==> src/source/rtc_consts.svh <==
/*
 * Fixed constants of the RTC counting pipeline.
 * Divider width for 32768 Hz, day-of-week limits and the field positions
 * inside the two DS3231-style configuration words. Include where needed.
 */
`ifndef RTC_CONSTS_SVH
`define RTC_CONSTS_SVH

//------------------------------
// Clock divider
//------------------------------
`define RTC_DIV_WIDTH      15   // 2^15 cycles of 32768 Hz = 1 s

//------------------------------
// Time word layout
//------------------------------
// Seconds field starts at bit 0
`define RTC_CFG_MIN_LSB    8    // Minutes byte
`define RTC_CFG_HOUR_LSB   16   // Hours byte, 24-hour only
`define RTC_CFG_DOW_LSB    24   // Day of week byte

//------------------------------
// Date word layout
//------------------------------
// Day field starts at bit 0
`define RTC_CFG_MONTH_LSB  8    // Month byte
`define RTC_CFG_YEAR_LSB   16   // Year byte
`define RTC_CFG_CENT_LSB   24   // Century byte

`define RTC_DOW_MAX        7    // Last day of week
`define RTC_DOW_MIN        1    // First day of week, also reset value

`endif

==> src/source/rtc_pkg.sv <==
/*
 * Types shared by the RTC stages.
 * BCD digit widths and the 32-bit configuration word live here.
 */
`default_nettype none

package rtc_pkg;

	// Units digit, 0..9
	typedef logic [3:0] bcd_digit_t;

	// Tens of seconds or minutes, 0..5
	typedef logic [2:0] bcd_tens3_t;

	// Tens of hours or days, 0..3
	typedef logic [1:0] bcd_tens2_t;

	// Day of week, 1..7
	typedef logic [2:0] dow_t;

	// Packed BCD fields, one byte per field
	// Time word: sec, min, hour, dow
	// Date word: day, month, year, century
	typedef logic [31:0] cfg_word_t;

endpackage

`default_nettype wire

==> src/source/rtc_tick_gen.sv <==
/*
 * Stage one of the RTC pipeline.
 * Divides the 32768 Hz clock into a one-cycle tick per second; fast mode
 * ticks every second cycle. Clear wins over halt, halt wins over count.
 */
`timescale 1ns/1ns
`default_nettype none

`include "rtc_consts.svh"

module rtc_tick_gen (
	input  logic rtc_clk,
	input  logic rst_n,
	input  logic fast_sim_time,   // Tick from divider bit 0
	input  logic cfg_rtc_update,
	input  logic cfg_rtc_halt,
	input  logic cfg_rtc_reset,
	output logic second_tick
);

	logic [`RTC_DIV_WIDTH-1:0] rtc_div;   // Free running divider
	logic                      tick_r;    // Divider overflow, registered

	//------------------------------
	// Divider and overflow tick
	//------------------------------
	always_ff @(posedge rtc_clk or negedge rst_n) begin
		if (!rst_n) begin
			rtc_div <= '0;
			tick_r  <= 1'b0;
		end else if (cfg_rtc_update || cfg_rtc_reset) begin
			rtc_div <= '0;   // Restart the second on every load
			tick_r  <= 1'b0;
		end else if (cfg_rtc_halt) begin
			tick_r  <= 1'b0; // Divider frozen
		end else begin
			rtc_div <= rtc_div + 1'b1;
			tick_r  <= &rtc_div;   // High the cycle after all ones
		end
	end

	// Fast mode: every other cycle, still stopped by halt
	assign second_tick = fast_sim_time ? (rtc_div[0] & ~cfg_rtc_halt) : tick_r;

	// Overflow tick lasts exactly one cycle
	a_tick_pulse: assert property (@(posedge rtc_clk) disable iff (!rst_n)
		tick_r |=> !tick_r);

endmodule

`default_nettype wire

==> src/source/rtc_time_counter.sv <==
/*
 * Stage two of the RTC pipeline.
 * BCD seconds, minutes, hours (24-hour) and day of week, advanced by
 * second_tick. day_tick leaves combinationally at 23:59:59.
 */
`timescale 1ns/1ns
`default_nettype none

`include "rtc_consts.svh"

module rtc_time_counter (
	input  logic               rtc_clk,
	input  logic               rst_n,
	input  logic               cfg_rtc_update,   // Load from cfg_time
	input  logic               second_tick,
	input  rtc_pkg::cfg_word_t cfg_time,
	output rtc_pkg::bcd_digit_t time_s,
	output rtc_pkg::bcd_tens3_t time_ts,
	output rtc_pkg::bcd_digit_t time_m,
	output rtc_pkg::bcd_tens3_t time_tm,
	output rtc_pkg::bcd_digit_t time_h,
	output rtc_pkg::bcd_tens2_t time_th,
	output rtc_pkg::dow_t       time_dow,
	output logic               day_tick      // To the date stage
);

	import rtc_pkg::*;

	//------------------------------
	// Carry chain
	//------------------------------
	logic s_wrap;    // x9 -> next ten seconds
	logic ts_wrap;   // 59 s -> next minute
	logic m_wrap;
	logic tm_wrap;   // 59:59 -> next hour
	logic h_wrap;    // Units of hour back to 0

	assign s_wrap   = second_tick & (time_s == 4'd9);
	assign ts_wrap  = s_wrap & (time_ts == 3'd5);
	assign m_wrap   = ts_wrap & (time_m == 4'd9);
	assign tm_wrap  = m_wrap & (time_tm == 3'd5);
	assign day_tick = tm_wrap & (time_th == 2'd2) & (time_h == 4'd3);   // 23:59:59
	assign h_wrap   = day_tick | (tm_wrap & (time_h == 4'd9));

	//------------------------------
	// Seconds
	//------------------------------
	always_ff @(posedge rtc_clk or negedge rst_n) begin
		if (!rst_n) begin
			time_s  <= '0;
			time_ts <= '0;
		end else if (cfg_rtc_update) begin
			time_s  <= cfg_time[0 +: $bits(bcd_digit_t)];
			time_ts <= cfg_time[4 +: $bits(bcd_tens3_t)];
		end else if (second_tick) begin
			time_s  <= s_wrap ? 4'd0 : time_s + 4'd1;
			if (s_wrap)
				time_ts <= ts_wrap ? 3'd0 : time_ts + 3'd1;
		end
	end

	//------------------------------
	// Minutes
	//------------------------------
	always_ff @(posedge rtc_clk or negedge rst_n) begin
		if (!rst_n) begin
			time_m  <= '0;
			time_tm <= '0;
		end else if (cfg_rtc_update) begin
			time_m  <= cfg_time[`RTC_CFG_MIN_LSB +: $bits(bcd_digit_t)];
			time_tm <= cfg_time[`RTC_CFG_MIN_LSB + 4 +: $bits(bcd_tens3_t)];
		end else if (ts_wrap) begin
			time_m  <= m_wrap ? 4'd0 : time_m + 4'd1;
			if (m_wrap)
				time_tm <= tm_wrap ? 3'd0 : time_tm + 3'd1;
		end
	end

	//------------------------------
	// Hours and day of week
	//------------------------------
	always_ff @(posedge rtc_clk or negedge rst_n) begin
		if (!rst_n) begin
			time_h   <= '0;
			time_th  <= '0;
			time_dow <= dow_t'(`RTC_DOW_MIN);
		end else if (cfg_rtc_update) begin
			time_h   <= cfg_time[`RTC_CFG_HOUR_LSB +: $bits(bcd_digit_t)];
			time_th  <= cfg_time[`RTC_CFG_HOUR_LSB + 4 +: $bits(bcd_tens2_t)];
			time_dow <= cfg_time[`RTC_CFG_DOW_LSB +: $bits(dow_t)];
		end else if (tm_wrap) begin
			time_h <= h_wrap ? 4'd0 : time_h + 4'd1;
			if (day_tick) begin
				time_th  <= 2'd0;   // 23 -> 00
				time_dow <= (time_dow == dow_t'(`RTC_DOW_MAX)) ?
					dow_t'(`RTC_DOW_MIN) : time_dow + 3'd1;
			end else if (h_wrap) begin
				time_th <= time_th + 2'd1;   // 09 -> 10, 19 -> 20
			end
		end
	end

	a_units_bcd: assert property (@(posedge rtc_clk) disable iff (!rst_n)
		(time_s <= 4'd9) && (time_m <= 4'd9) && (time_h <= 4'd9));

	// 24-hour range, 00..23
	a_hour_range: assert property (@(posedge rtc_clk) disable iff (!rst_n)
		(time_th < 2'd2) || ((time_th == 2'd2) && (time_h <= 4'd3)));

endmodule

`default_nettype wire

==> src/source/rtc_date_counter.sv <==
/*
 * Stage three of the RTC pipeline.
 * BCD day, month, year and century, advanced by day_tick from the time
 * stage. Month length and Gregorian leap years come from the digits.
 */
`timescale 1ns/1ns
`default_nettype none

`include "rtc_consts.svh"

module rtc_date_counter (
	input  logic               rtc_clk,
	input  logic               rst_n,
	input  logic               cfg_rtc_update,   // Load from cfg_date
	input  logic               day_tick,
	input  rtc_pkg::cfg_word_t cfg_date,
	output rtc_pkg::bcd_digit_t date_d,
	output rtc_pkg::bcd_tens2_t date_td,
	output rtc_pkg::bcd_digit_t date_m,
	output logic               date_tm,
	output rtc_pkg::bcd_digit_t date_y,
	output rtc_pkg::bcd_digit_t date_ty,
	output rtc_pkg::bcd_digit_t date_c,
	output rtc_pkg::bcd_digit_t date_tc
);

	import rtc_pkg::*;

	// Two BCD digits divisible by 4: 10t + u = 2t + u (mod 4)
	function automatic logic bcd_div4(input bcd_digit_t tens, input bcd_digit_t units);
		bcd_div4 = tens[0] ? (units[1:0] == 2'b10) : (units[1:0] == 2'b00);
	endfunction

	//------------------------------
	// Leap year and month length
	//------------------------------
	logic       year_zero;   // xx00, century decides
	logic       leapyear;
	logic       is_feb;
	logic       is_short;    // Apr, Jun, Sep, Nov
	bcd_digit_t last_d;      // Units of the month's last day
	logic       day_last;

	assign year_zero = (date_ty == 4'd0) && (date_y == 4'd0);
	assign leapyear  = year_zero ? bcd_div4(date_tc, date_c) : bcd_div4(date_ty, date_y);

	assign is_feb   = !date_tm && (date_m == 4'd2);
	assign is_short = (!date_tm && ((date_m == 4'd4) || (date_m == 4'd6) || (date_m == 4'd9)))
		|| (date_tm && (date_m == 4'd1));

	always_comb begin
		if (is_feb)
			last_d = leapyear ? 4'd9 : 4'd8;   // 29 or 28
		else if (is_short)
			last_d = 4'd0;                     // 30
		else
			last_d = 4'd1;                     // 31
	end

	// Feb ends in the 20s, every other month in the 30s
	assign day_last = (date_td == (is_feb ? 2'd2 : 2'd3)) && (date_d == last_d);

	//------------------------------
	// Carry chain
	//------------------------------
	logic month_inc;   // Day past month end
	logic year_inc;    // Dec -> Jan
	logic ty_inc;
	logic c_inc;       // 99 -> 00, next century
	logic tc_inc;

	assign month_inc = day_tick & day_last;
	assign year_inc  = month_inc & date_tm & (date_m == 4'd2);
	assign ty_inc    = year_inc & (date_y == 4'd9);
	assign c_inc     = ty_inc & (date_ty == 4'd9);
	assign tc_inc    = c_inc & (date_c == 4'd9);

	// Day
	always_ff @(posedge rtc_clk or negedge rst_n) begin
		if (!rst_n) begin
			date_d  <= 4'd1;
			date_td <= '0;
		end else if (cfg_rtc_update) begin
			date_d  <= cfg_date[0 +: $bits(bcd_digit_t)];
			date_td <= cfg_date[4 +: $bits(bcd_tens2_t)];
		end else if (month_inc) begin
			date_d  <= 4'd1;   // Back to the 1st
			date_td <= 2'd0;
		end else if (day_tick) begin
			date_d <= (date_d == 4'd9) ? 4'd0 : date_d + 4'd1;
			if (date_d == 4'd9)
				date_td <= date_td + 2'd1;
		end
	end

	// Month
	always_ff @(posedge rtc_clk or negedge rst_n) begin
		if (!rst_n) begin
			date_m  <= 4'd1;
			date_tm <= 1'b0;
		end else if (cfg_rtc_update) begin
			date_m  <= cfg_date[`RTC_CFG_MONTH_LSB +: $bits(bcd_digit_t)];
			date_tm <= cfg_date[`RTC_CFG_MONTH_LSB + 4];
		end else if (year_inc) begin
			date_m  <= 4'd1;   // 12 -> 01
			date_tm <= 1'b0;
		end else if (month_inc) begin
			date_m <= (date_m == 4'd9) ? 4'd0 : date_m + 4'd1;
			if (date_m == 4'd9)
				date_tm <= 1'b1;   // 09 -> 10
		end
	end

	// Year and century, plain decimal digits
	always_ff @(posedge rtc_clk or negedge rst_n) begin
		if (!rst_n) begin
			date_y  <= '0;
			date_ty <= '0;
			date_c  <= '0;
			date_tc <= '0;
		end else if (cfg_rtc_update) begin
			date_y  <= cfg_date[`RTC_CFG_YEAR_LSB +: $bits(bcd_digit_t)];
			date_ty <= cfg_date[`RTC_CFG_YEAR_LSB + 4 +: $bits(bcd_digit_t)];
			date_c  <= cfg_date[`RTC_CFG_CENT_LSB +: $bits(bcd_digit_t)];
			date_tc <= cfg_date[`RTC_CFG_CENT_LSB + 4 +: $bits(bcd_digit_t)];
		end else begin
			if (year_inc)
				date_y <= ty_inc ? 4'd0 : date_y + 4'd1;
			if (ty_inc)
				date_ty <= c_inc ? 4'd0 : date_ty + 4'd1;
			if (c_inc)
				date_c <= tc_inc ? 4'd0 : date_c + 4'd1;
			if (tc_inc)
				date_tc <= (date_tc == 4'd9) ? 4'd0 : date_tc + 4'd1;
		end
	end

	a_day_month_nonzero: assert property (@(posedge rtc_clk) disable iff (!rst_n)
		({date_td, date_d} != 6'd0) && ({date_tm, date_m} != 5'd0));

endmodule

`default_nettype wire

==> src/source/rtc_core.sv <==
/*
 * RTC core top level.
 * Tick generator, time stage and date stage in a free-running pipeline.
 */
`timescale 1ns/1ns
`default_nettype none

module rtc_core (
	input  logic               rtc_clk,
	input  logic               rst_n,
	input  logic               fast_sim_time,
	input  logic               cfg_rtc_update,
	input  logic               cfg_rtc_halt,
	input  logic               cfg_rtc_reset,
	input  rtc_pkg::cfg_word_t cfg_time,
	input  rtc_pkg::cfg_word_t cfg_date,
	// Time
	output rtc_pkg::bcd_digit_t time_s,
	output rtc_pkg::bcd_tens3_t time_ts,
	output rtc_pkg::bcd_digit_t time_m,
	output rtc_pkg::bcd_tens3_t time_tm,
	output rtc_pkg::bcd_digit_t time_h,
	output rtc_pkg::bcd_tens2_t time_th,
	output rtc_pkg::dow_t       time_dow,
	// Date
	output rtc_pkg::bcd_digit_t date_d,
	output rtc_pkg::bcd_tens2_t date_td,
	output rtc_pkg::bcd_digit_t date_m,
	output logic               date_tm,
	output rtc_pkg::bcd_digit_t date_y,
	output rtc_pkg::bcd_digit_t date_ty,
	output rtc_pkg::bcd_digit_t date_c,
	output rtc_pkg::bcd_digit_t date_tc
);

	logic second_tick;   // Stage one to two, registered
	logic day_tick;      // Stage two to three, combinational

	rtc_tick_gen u_tick_gen (
		.rtc_clk, .rst_n, .fast_sim_time,
		.cfg_rtc_update, .cfg_rtc_halt, .cfg_rtc_reset,
		.second_tick
	);

	rtc_time_counter u_time (
		.rtc_clk, .rst_n, .cfg_rtc_update, .second_tick, .cfg_time,
		.time_s, .time_ts, .time_m, .time_tm, .time_h, .time_th, .time_dow,
		.day_tick
	);

	rtc_date_counter u_date (
		.rtc_clk, .rst_n, .cfg_rtc_update, .day_tick, .cfg_date,
		.date_d, .date_td, .date_m, .date_tm,
		.date_y, .date_ty, .date_c, .date_tc
	);

endmodule

`default_nettype wire

==> config.mk <==
export PLATFORM = sky130hd
export DESIGN_NAME = rtc_core
export DESIGN_NICKNAME = d
export VERILOG_FILES = /design/src/source/rtc_pkg.sv /design/src/source/rtc_tick_gen.sv /design/src/source/rtc_time_counter.sv /design/src/source/rtc_date_counter.sv /design/src/source/rtc_core.sv
export VERILOG_INCLUDE_DIRS = /design/src /design/src/source
export SDC_FILE = /design/constraint.sdc
export NUM_CORES = 1
export LEC_CHECK = 0
export BUFFER_PORTS_ARGS = -buffer_cell sky130_fd_sc_hd__buf_2
export CAP_MARGIN = 10
export CORE_MARGIN = 8
export CORE_UTILIZATION = 50
export CTS_CLUSTER_DIAMETER = 30
export DETAILED_ROUTE_END_ITERATION = 10
export PLACE_DENSITY = 0.78
export SETUP_SLACK_MARGIN = 0.4
export SYNTH_ARGS = -nofsm -noshare
export SYNTH_HDL_FRONTEND = slang
export SYNTH_SLANG_ARGS = --single-unit
export TNS_END_PERCENT = 30
==> constraint.sdc <==
create_clock -name rtc_clk -period 2.8 [get_ports rtc_clk]
set_input_delay 0.56 -clock rtc_clk [delete_from_list [all_inputs] [get_ports rtc_clk]]
set_output_delay 0.56 -clock rtc_clk [all_outputs]
set_load 0.05 [all_outputs]
; ---- Word-level counts from Yosys, hierarchy flattened
; Index checks and enable logic that the tools add are counted.
[op_classes]
n_addsub = 15
mux = 65
reduce_logical = 36
eq_ne = 23
bitwise = 16
[ops]
columns = op, count
row1 = 4-bit 2-to-1 mux, 30
row2 = "4-bit by 1-bit adder with 4-bit output, second input constant", 9
row3 = "4-bit equality test, second input constant", 9
row4 = 3-bit 2-to-1 mux, 12
row5 = 15-bit 2-to-1 mux, 2
row6 = 2-bit nonzero test, 10
row7 = 2-bit 2-to-1 mux, 8
row8 = "15-bit by 1-bit adder with 15-bit output, second input constant", 1
row9 = 15-bit AND reduction, 1
row10 = 3-bit nonzero test, 5
row11 = 1-bit bitwise AND, 14
row12 = 1-bit 2-to-1 mux, 13
row13 = 2-bit AND reduction, 6
row14 = "3-bit by 1-bit adder with 3-bit output, second input constant", 3
row15 = "3-bit equality test, second input constant", 3
row16 = "4-bit by 2-bit equality test with 1-bit output, second input constant", 2
row17 = "4-bit by 3-bit equality test with 1-bit output, second input constant", 2
row18 = 4-bit zero test, 2
row19 = "2-bit equality test, second input constant", 3
row20 = 1-bit logical AND, 5
row21 = "2-bit by 1-bit adder with 2-bit output, second input constant", 2
row22 = "4-bit by 1-bit equality test with 1-bit output, second input constant", 1
row23 = 4-bit equality test, 1
row24 = 2-bit zero test, 2
row25 = 6 further kinds, 9
[totals]
wordCells = 172
register_bits = 66
input_bits = 70
out_inout_bits = 50

; ---- Longest topological paths before layout
; Gate-level depths: netlist of the first run.
[depth]
ltp_word = 18
mapped_depth = 11
mapped_depth_nobuf = 9

; ---- By module
; From an unflattened synthesis of the first run, not the netlist that was laid out.
[unflattened]
hier_cells = 478
area_unflattened_um2 = 4346.7
[by_module_without_submodules]
columns = module, cells_each, area_per_inst_um2, n_inst, seq_area_each_um2
row1 = rtc_date_counter, 223, 1939.4, 1, 678.2
row2 = rtc_time_counter, 172, 1567.8, 1, 576.8
row3 = rtc_tick_gen, 83, 839.6, 1, 400.4

; ---- Least setup slack after synthesis of the first run
; No wires, ideal clock.
[synth_timing]
kind = flip-flop to flip-flop
startpoint = register u_time.time_h[0]
endpoint = register u_date.date_ty[2]
n_path_buf = 1
setup_slack_ps = -114
stages_incl_launch_ff = 10
setup_ps = 124
required_ps = 2676
arrival_time_ps = 2790
period_less_slack_ps = 2914
cell_sequence = dfrtp_1 ha_1 nor4bb_1 nand2_1 or4_4 nor2_8 and4_1 buf_6 a31oi_1 o31a_1
[synth_via]
elab_chain_cells = 10
word_cells_on_any_way = 11
cone_classes = 1 x eq/ne / 3 x mux / 6 x bitwise / 1 x reduce/logical
[synth_rtl]
columns = element, line
row1 = start: declaration, rtc_time_counter.sv:21  ; output rtc_pkg::bcd_digit_t time_h,
row2 = start signal: assignment, rtc_time_counter.sv:88  ; time_h <= cfg_time[`RTC_CFG_HOUR_LSB +: $bits(bcd_digit_t)];
row3 = start signal: assignment, rtc_time_counter.sv:92  ; time_h <= h_wrap ? 4'd0 : time_h + 4'd1;
row4 = 4-bit by 2-bit equality test with 1-bit output *, rtc_time_counter.sv:42  ; assign day_tick = tm_wrap & (time_th == 2'd2) & (time_h == 4'd3);
row5 = 1-bit bitwise AND *, rtc_time_counter.sv:42
row6 = 1-bit bitwise AND *, rtc_date_counter.sv:72  ; assign month_inc = day_tick & day_last;
row7 = 1-bit bitwise AND * (2 in series), rtc_date_counter.sv:73  ; assign year_inc = month_inc & date_tm & (date_m == 4'd2);
row8 = 1-bit bitwise AND *, rtc_date_counter.sv:74  ; assign ty_inc = year_inc & (date_y == 4'd9);
row9 = 1-bit bitwise AND, rtc_date_counter.sv:75  ; assign c_inc = ty_inc & (date_ty == 4'd9);
row10 = 4-bit 2-to-1 mux, rtc_date_counter.sv:130  ; date_ty <= c_inc ? 4'd0 : date_ty + 4'd1;
row11 = 4-bit 2-to-1 mux, rtc_date_counter.sv:129  ; if (ty_inc)
row12 = 4-bit 2-to-1 mux, rtc_date_counter.sv:121  ; end else if (cfg_rtc_update) begin
row13 = end signal: assignment, rtc_date_counter.sv:123  ; date_ty <= cfg_date[`RTC_CFG_YEAR_LSB + 4 +: $bits(bcd_digit_t)];
row14 = end signal: assignment, rtc_date_counter.sv:130
row15 = end: declaration, rtc_date_counter.sv:22  ; output rtc_pkg::bcd_digit_t date_ty,
; Every way passes the cells marked *; elsewhere a longest branch is shown, timed or not. The select of a mux whose other input is x is not followed.
; A chain may end at the register's enable or synchronous reset.

; ---- Final worst setup path of the first run
[layout_timing]
startpoint = register u_time.time_h[1]
endpoint = register u_date.date_c[3]
[layout_via]
elab_chain_cells = 11
word_cells_on_any_way = 12
cone_classes = 1 x eq/ne / 3 x mux / 7 x bitwise / 1 x reduce/logical
[layout_rtl]
columns = element, line
row1 = 4-bit by 2-bit equality test with 1-bit output *, rtc_time_counter.sv:42
row2 = 1-bit bitwise AND *, rtc_time_counter.sv:42
row3 = 1-bit bitwise AND *, rtc_date_counter.sv:72
row4 = 1-bit bitwise AND * (2 in series), rtc_date_counter.sv:73
row5 = 1-bit bitwise AND *, rtc_date_counter.sv:74
row6 = 1-bit bitwise AND *, rtc_date_counter.sv:75
row7 = 1-bit bitwise AND, rtc_date_counter.sv:76  ; assign tc_inc = c_inc & (date_c == 4'd9);
row8 = 4-bit 2-to-1 mux, rtc_date_counter.sv:132  ; date_c <= tc_inc ? 4'd0 : date_c + 4'd1;
row9 = 4-bit 2-to-1 mux, rtc_date_counter.sv:131  ; if (c_inc)
row10 = 4-bit 2-to-1 mux, rtc_date_counter.sv:121
row11 = end signal: assignment, rtc_date_counter.sv:124  ; date_c <= cfg_date[`RTC_CFG_CENT_LSB +: $bits(bcd_digit_t)];
row12 = end signal: assignment, rtc_date_counter.sv:132
row13 = end: declaration, rtc_date_counter.sv:23  ; output rtc_pkg::bcd_digit_t date_c,
; Marked as above.

==> metrics.txt, run 1 <==
vias per cell=5.57; leakage power total=0.00252 uW; CTS Buffer Depth=2; Total Power=2570 uW; Final Util=64.1%; largest delay contributor family on the critical path=simple AND/OR/NAND/NOR gates; async set-reset flop share out of synthesis=100%; FP Rows=34; met2 Track Usage GR=30.8%; full die area=11900 sq um; multiplexer area fraction after synthesis=3.07%; initial antenna violation count=0; EDFF count, synth=0; Net Count, Synth=585; gr ovfl total=0; Post-Place Cell Area=5020 sq um; commonest non-fill, non-tap cell in the layout=buf_2; Post-Layout Cell Count=723; Post-Synthesis Cells=488; FMAX=401 MHz; Worst EP required=3090 ps; Critical path buffers and inverters=1; relative slew slack=66.0%; Most Used Layer, Global Route=met2; flops & latches, synth=66; design area=5480 sq um; drt total wl=11.2 mm; Top FF cell, synth=dfrtp_1; maximum VDD drop=0.257 mV; H-tree level count=3; met1 usage=21.9%; clk root buf=clkbuf_8; combinational family with the most area after synthesis=simple AND/OR/NAND/NOR gates; antenna fix cells=0; Compound-Gate Fraction of Synth Area=16.3%; reg2reg start=u_time.time_h[1]; Setup crit start=u_time.time_h[1]; routability congestion estimate from global placement=0.796; Detail Placement HPWL=7.83 mm; Setup Total Neg Slack=0 ps; max-slew violations=0; share of layout cells above drive strength 1=33.5%; Avg Inst Size Synth=8.85 sq um; number of remaining DRC errors=0; status=completed; number of global-route vias before repair=3855; Least-Margin Pin Slew=509 ps; Ys Warns=0; routed vias=4025; Cells after DPL=689; Synth-to-Final Area Change=27.0%; Num CTS Buffers=9; Starting Density=50.5%; Fillers=712; DR iter-0 viols=163; M3 GR Usage=4.14%; Crit Path Class=reg -> reg; Chip Height=109 microns; synth unique cells=64; CTS sink cnt=66; register area share after synthesis=38.3%; DR pass1 iterations=5; # hold bufs at CTS=0; Routed wire per std cell=15.5 microns; crit path DAT=2790 ps; Ports=120; clk_lat worst skew=350 ps; Final ANT Viol Nets=0; Nets=707; cell area after synthesis=4320 sq um; Critical Path Sink Type=register; clk slew on worst S/H paths=80 ps; clock skew=10.5 ps; Sequential Area=1680 sq um; die width=109 microns; slowest stage delay, CP=600 ps; maxcap violations=0; final setup fails=0; worst hold-check path type=in -> async; CP Cell Sequence=ha_4 > nor4bb_4 > nand2_1 > or4_4 > nor2_8 > nand3_4 > buf_6 > or4_1 > nand3_1; largest net degree at the start of global routing=67; core box area=8550 sq um; Adder-Cell Fraction of Synth Area=7.83%; pwr dens=469 nW/um^2; final hold violation count=0; Slowest cell on crit path=or4_4; Post-Synth XOR/XNOR Area=3.86%; commonest non-fill, non-tap cells in the layout=104 x buf_2, 61 x nand2_1, 47 x dfrtp_1, 38 x nor2_1, 35 x o21ai_0; CTS tree=yes; GRT Total Usage=18.1%; startpoint types=register; post-route clock period utilization=89.1%; multi-input logic area=2630 sq um; crit-path max FO=4; IO Port Bufs=105; Synth Area in Simple Gates=26.0%; clock period minus worst slack=2490 ps; RSZ-0062 raised after global routing=true; first-pass GRT wire length=17.5 mm
where the power goes:
group / total [uW] / switching (uW) / internal (uW)
sequential: 1140 / 111 / 1030
combinational: 698 / 472 / 226
clock: 731 / 390 / 341
total: 2570 / 973 / 1600
cell families (layout without fill, tap and decap cells):
kind of cell             after synthesis  in the layout
AO/OA/AOI/OAI                        109            109
adder cells (fa/ha/maj)               27             27
multiplexers                          13             13
XOR/XNOR                              19             19
buffers and inverters                 47            174
AND/OR/NAND/NOR                      207            207
flip-flops                            66             66
flip-flops by register name, summed over array words and instances (netlist names), 2 cells and up:
name / count
u_tick_gen.rtc_div: 15
u_date.date_c: 4
u_date.date_d: 4
u_date.date_m: 4
u_date.date_tc: 4
u_date.date_ty: 4
u_date.date_y: 4
u_time.time_h: 4
u_time.time_m: 4
u_time.time_s: 4
u_time.time_dow: 3
u_time.time_tm: 3
u_time.time_ts: 3
u_date.date_td: 2
u_time.time_th: 2
metal layers:
metal	vias to the layer above	share of wire, %
met5	-	0
met4	0	1.2
met3	18	6.2
met2	102	51
met1	1932	42
li1	1973	-
per-stage QoR:
| step | hold slack (ps) | worst slack (ps) |
|---|---|---|
| 2_1_floorplan | 264 | 181 |
| 3_3_place_gp | 512 | 189 |
| 3_5_place_dp | 527 | 135 |
| 4_1_cts | 235 | 291 |
| 5_1_grt | 255 | 193 |
| 6_report | 191 | 306 |
cell type report:
cell class              instances  area share [%]
multi-input cells             375            48.0
flip-flops and latches         66            30.6
repair buffers                134            14.2
clock buffers                  11            2.58
well taps                     108            2.47
inverters                      24            1.64
clock inverters                 5           0.548
final timing paths:
| path | slack [ps] | to | cells after the start |
|---|---|---|---|
| max in group asynchronous | 2250 | u_time.time_dow[0] | 2 |
| min reg2reg | 540 | u_tick_gen.tick_r | 2 |
| max | 310 | u_date.date_c[3] | 9 |
| max reg2reg | 310 | u_date.date_c[3] | 9 |
| min | 190 | u_date.date_d[2] | 2 |
| min in group rtc_clk | 400 | u_time.time_tm[1] | 3 |
synth_stat cells, types with 6 or more instances:
cell	instances	share of area, %
a211oi_1	6	1.0
a21oi_1	23	2.7
and3_1	8	1.2
clkbuf_1	17	1.5
dfrtp_1	63	37
ha_1	27	7.8
inv_1	24	2.1
mux2i_1	11	2.6
nand2_1	63	5.5
nand2b_1	9	1.3
nand3_1	17	2.0
nand3b_1	6	1.0
nor2_1	39	3.4
nor2b_1	9	1.3
nor3_1	14	1.6
o21ai_0	36	4.2
o31ai_1	8	1.4
xnor2_1	6	1.2
xor2_1	13	2.6
worst reg2reg max path: stages (launching register included):
cell and delay [ps]:
dfrtp_2 400, ha_4 140, nor4bb_4 330, nand2_1 80, or4_4 600, nor2_8 160, nand3_4 90, buf_6 140
or4_1 400, nand3_1 100
repair_timing:
item | in CTS | in global routing
endpoints found under the setup margin | 16 | 20
setup buffers | 8 | 10
pin swaps | 8 | 15
resized for setup | 8 | 24
Note: power is estimated with default switching activity, not from simulation.
==> inputs of run 2 (changes only) <==
Settings changed: CORE_UTILIZATION 50 to 48.
Clock period 2.8 ns to 2.2 ns, I/O delays scaled along.
==> run 2 against run 1 <==
Compared with the run above: the flow now finishes with violations (negative setup slack); first-iteration DRC count rose by 23%; final area rose by 10%; worst hold slack got worse by 120 ps; global-route usage rose by 1.3 points; power rose by 34%; via count rose by 7.2%; register-to-register slack got worse by 460 ps; maximum frequency rose by 5.9%; critical path depth did not move; non-clock buffer count rose by 54; critical path type unchanged; critical endpoint is now u_date.date_tc[2]; largest cell class unchanged; highest routed layer unchanged.
==> metrics.txt, run 2 (same netlist as run 1, synthesis figures left out) <==
status=complete, but fails checks; failing checks=negative setup slack; CTS sink cnt=66; CTS Buffer Depth=2; logic gate share of total power=32.4%; Clk pwr share=26.9%; FMAX=424 MHz; P_sw=1280 uW; Nets=761; clock skew=18.1 ps; Chip Height=111 microns; largest net degree at the start of global routing=79; max-slew violations=0; final hold slack=72.4 ps; crit path DAT=2640 ps; share of layout cells above drive strength 1=41.3%; H-tree level count=3; gr ovfl total=0; maxcap violations=0; Synth-to-Final Area Change=40.1%; largest register by flop count=u_tick_gen.rtc_div; FP Rows=34; maximum VDD drop=0.373 mV; drt total wl=12.5 mm; startpoint types=register; first-pass GRT wire length=20.4 mm; max FFs per register=15; Setup Total Neg Slack=-1250 ps; full die area=12300 sq um; CTS tree=yes; reg2reg start=u_time.time_h[1]; commonest non-fill, non-tap cell in the layout=buf_2; initial antenna violation count=0; RSZ-0062 raised after global routing=true; post-route clock period utilization=107%; clk root buf=clkbuf_8; Least-Margin Pin Slew=384 ps; Worst EP required=2480 ps; commonest non-fill, non-tap cells in the layout=104 x buf_2, 71 x buf_4, 62 x nand2_1, 45 x dfrtp_1, 34 x nor2_1; Final Util=69.3%; number of global-route vias before repair=4427; IO Port Bufs=105; worst setup margin=-156 ps; antenna fix cells=0; clock period minus worst slack=2360 ps; clk slew on worst S/H paths=80 ps; clk_lat worst skew=350 ps; vias per cell=5.55; Critical Path Sink Type=register; Setup crit start=u_time.time_h[1]; sequential power share=40.6%; DR pass1 iterations=4; DR iter-0 viols=200; die width=111 microns; Fillers=672; # hold bufs at CTS=0; crit-path max FO=3; Pint=2150 uW; core box area=8720 sq um; Detail Placement HPWL=8.83 mm; leakage power total=0.00281 uW; relative slew slack=74.4%; Sw Ratio=37.3%; Routed wire per std cell=16.0 microns; Ports=120; pwr dens=568 nW/um^2; final hold violation count=0; number of remaining DRC errors=0; Num CTS Buffers=9; routability congestion estimate from global placement=0.814; GRT Total Usage=19.4%; worst hold-check path type=in -> async; Starting Density=49.5%; Final ANT Viol Nets=0; final setup fails=22; routed vias=4313; Crit Path Class=reg -> reg
## run 2: cell types whose count changed in the layout (fill, tap and decap cells not counted), moves of 3 or more
cell / previous run / this run
buf_4: 26 / 71
buf_6: 2 / 11
nand3_1: 16 / 13
nand3_2: 2 / 5
nor2_1: 38 / 34
nor2_4: 0 / 4
o21ai_0: 35 / 29
o21ai_1: 2 / 7
## run 2: per-stage QoR
| step | power, uW | instances | instance area, sq um | worst slack, ps |
|---|---|---|---|---|
| 4_1_cts | 3400 | 769 | 5860 | -151 |
| 3_3_place_gp | 2420 | 751 | 5510 | -241 |
| 6_report | 3430 | 777 | 6050 | -156 |
| 3_5_place_dp | 2450 | 751 | 5510 | -305 |
| 5_1_grt | 3590 | 777 | 6050 | -263 |
| 2_1_floorplan | 2060 | 488 | 4400 | -325 |
## run 2: area by class of cell
type,instances,area [sq um],share of cell area [%]
timing repair buffer,188,1220,20.1
clock buffer,13,149,2.46
tap,108,135,2.23
sequential,66,1680,27.7
inverter,24,90.1,1.49
multi-input combinational,375,2760,45.7
clock inverter,3,15.0,0.248
## run 2: power groups by stage
stage / Clock, uW / Combinational, uW / Sequential [uW]
floorplan: 0 / 317 / 1740
global placement: 0 / 1020 / 1400
detailed placement: 0 / 1040 / 1410
CTS: 936 / 1070 / 1390
global route: 979 / 1200 / 1410
finish: 925 / 1110 / 1400
## run 2: path summary, 6_finish.rpt
check                                     to  slack [ps]  cells after the start
setup reg to reg           u_date.date_tc[2]        -160                      9
min in group rtc_clk       u_date.date_td[0]         290                      3
hold / removal              u_date.date_d[3]          70                      2
max in group asynchronous   u_date.date_m[0]        1760                      2
hold reg to reg            u_tick_gen.tick_r         560                      2
setup / recovery           u_date.date_tc[2]        -160                      9
## run 2: worst max-delay path, stage by stage, from the launching register on
cell and delay, ps:
dfrtp_2 390, ha_4 130, nor4bb_4 320, nand2_1 90, or4_4 480, nor2_8 130, buf_6 120, nand3_4 70
or4b_1 470, nand3_1 90
## run 2: per-layer routing
layer,share of wire [%],up-vias,track usage [%]
met1,42,2066,22.7
met5,0,-,0
met4,2.2,0,7.03
met2,50,126,33.5
li1,-,2090,-
met3,5.5,31,4.55
## run 2: timing repair
item / CTS / global route
resized for setup: 43 / 29
setup endpoints to repair: 44 / 52
buffers inserted: 2 / 8
pin swaps: 16 / 16
hold endpoints to repair: 0 / 0
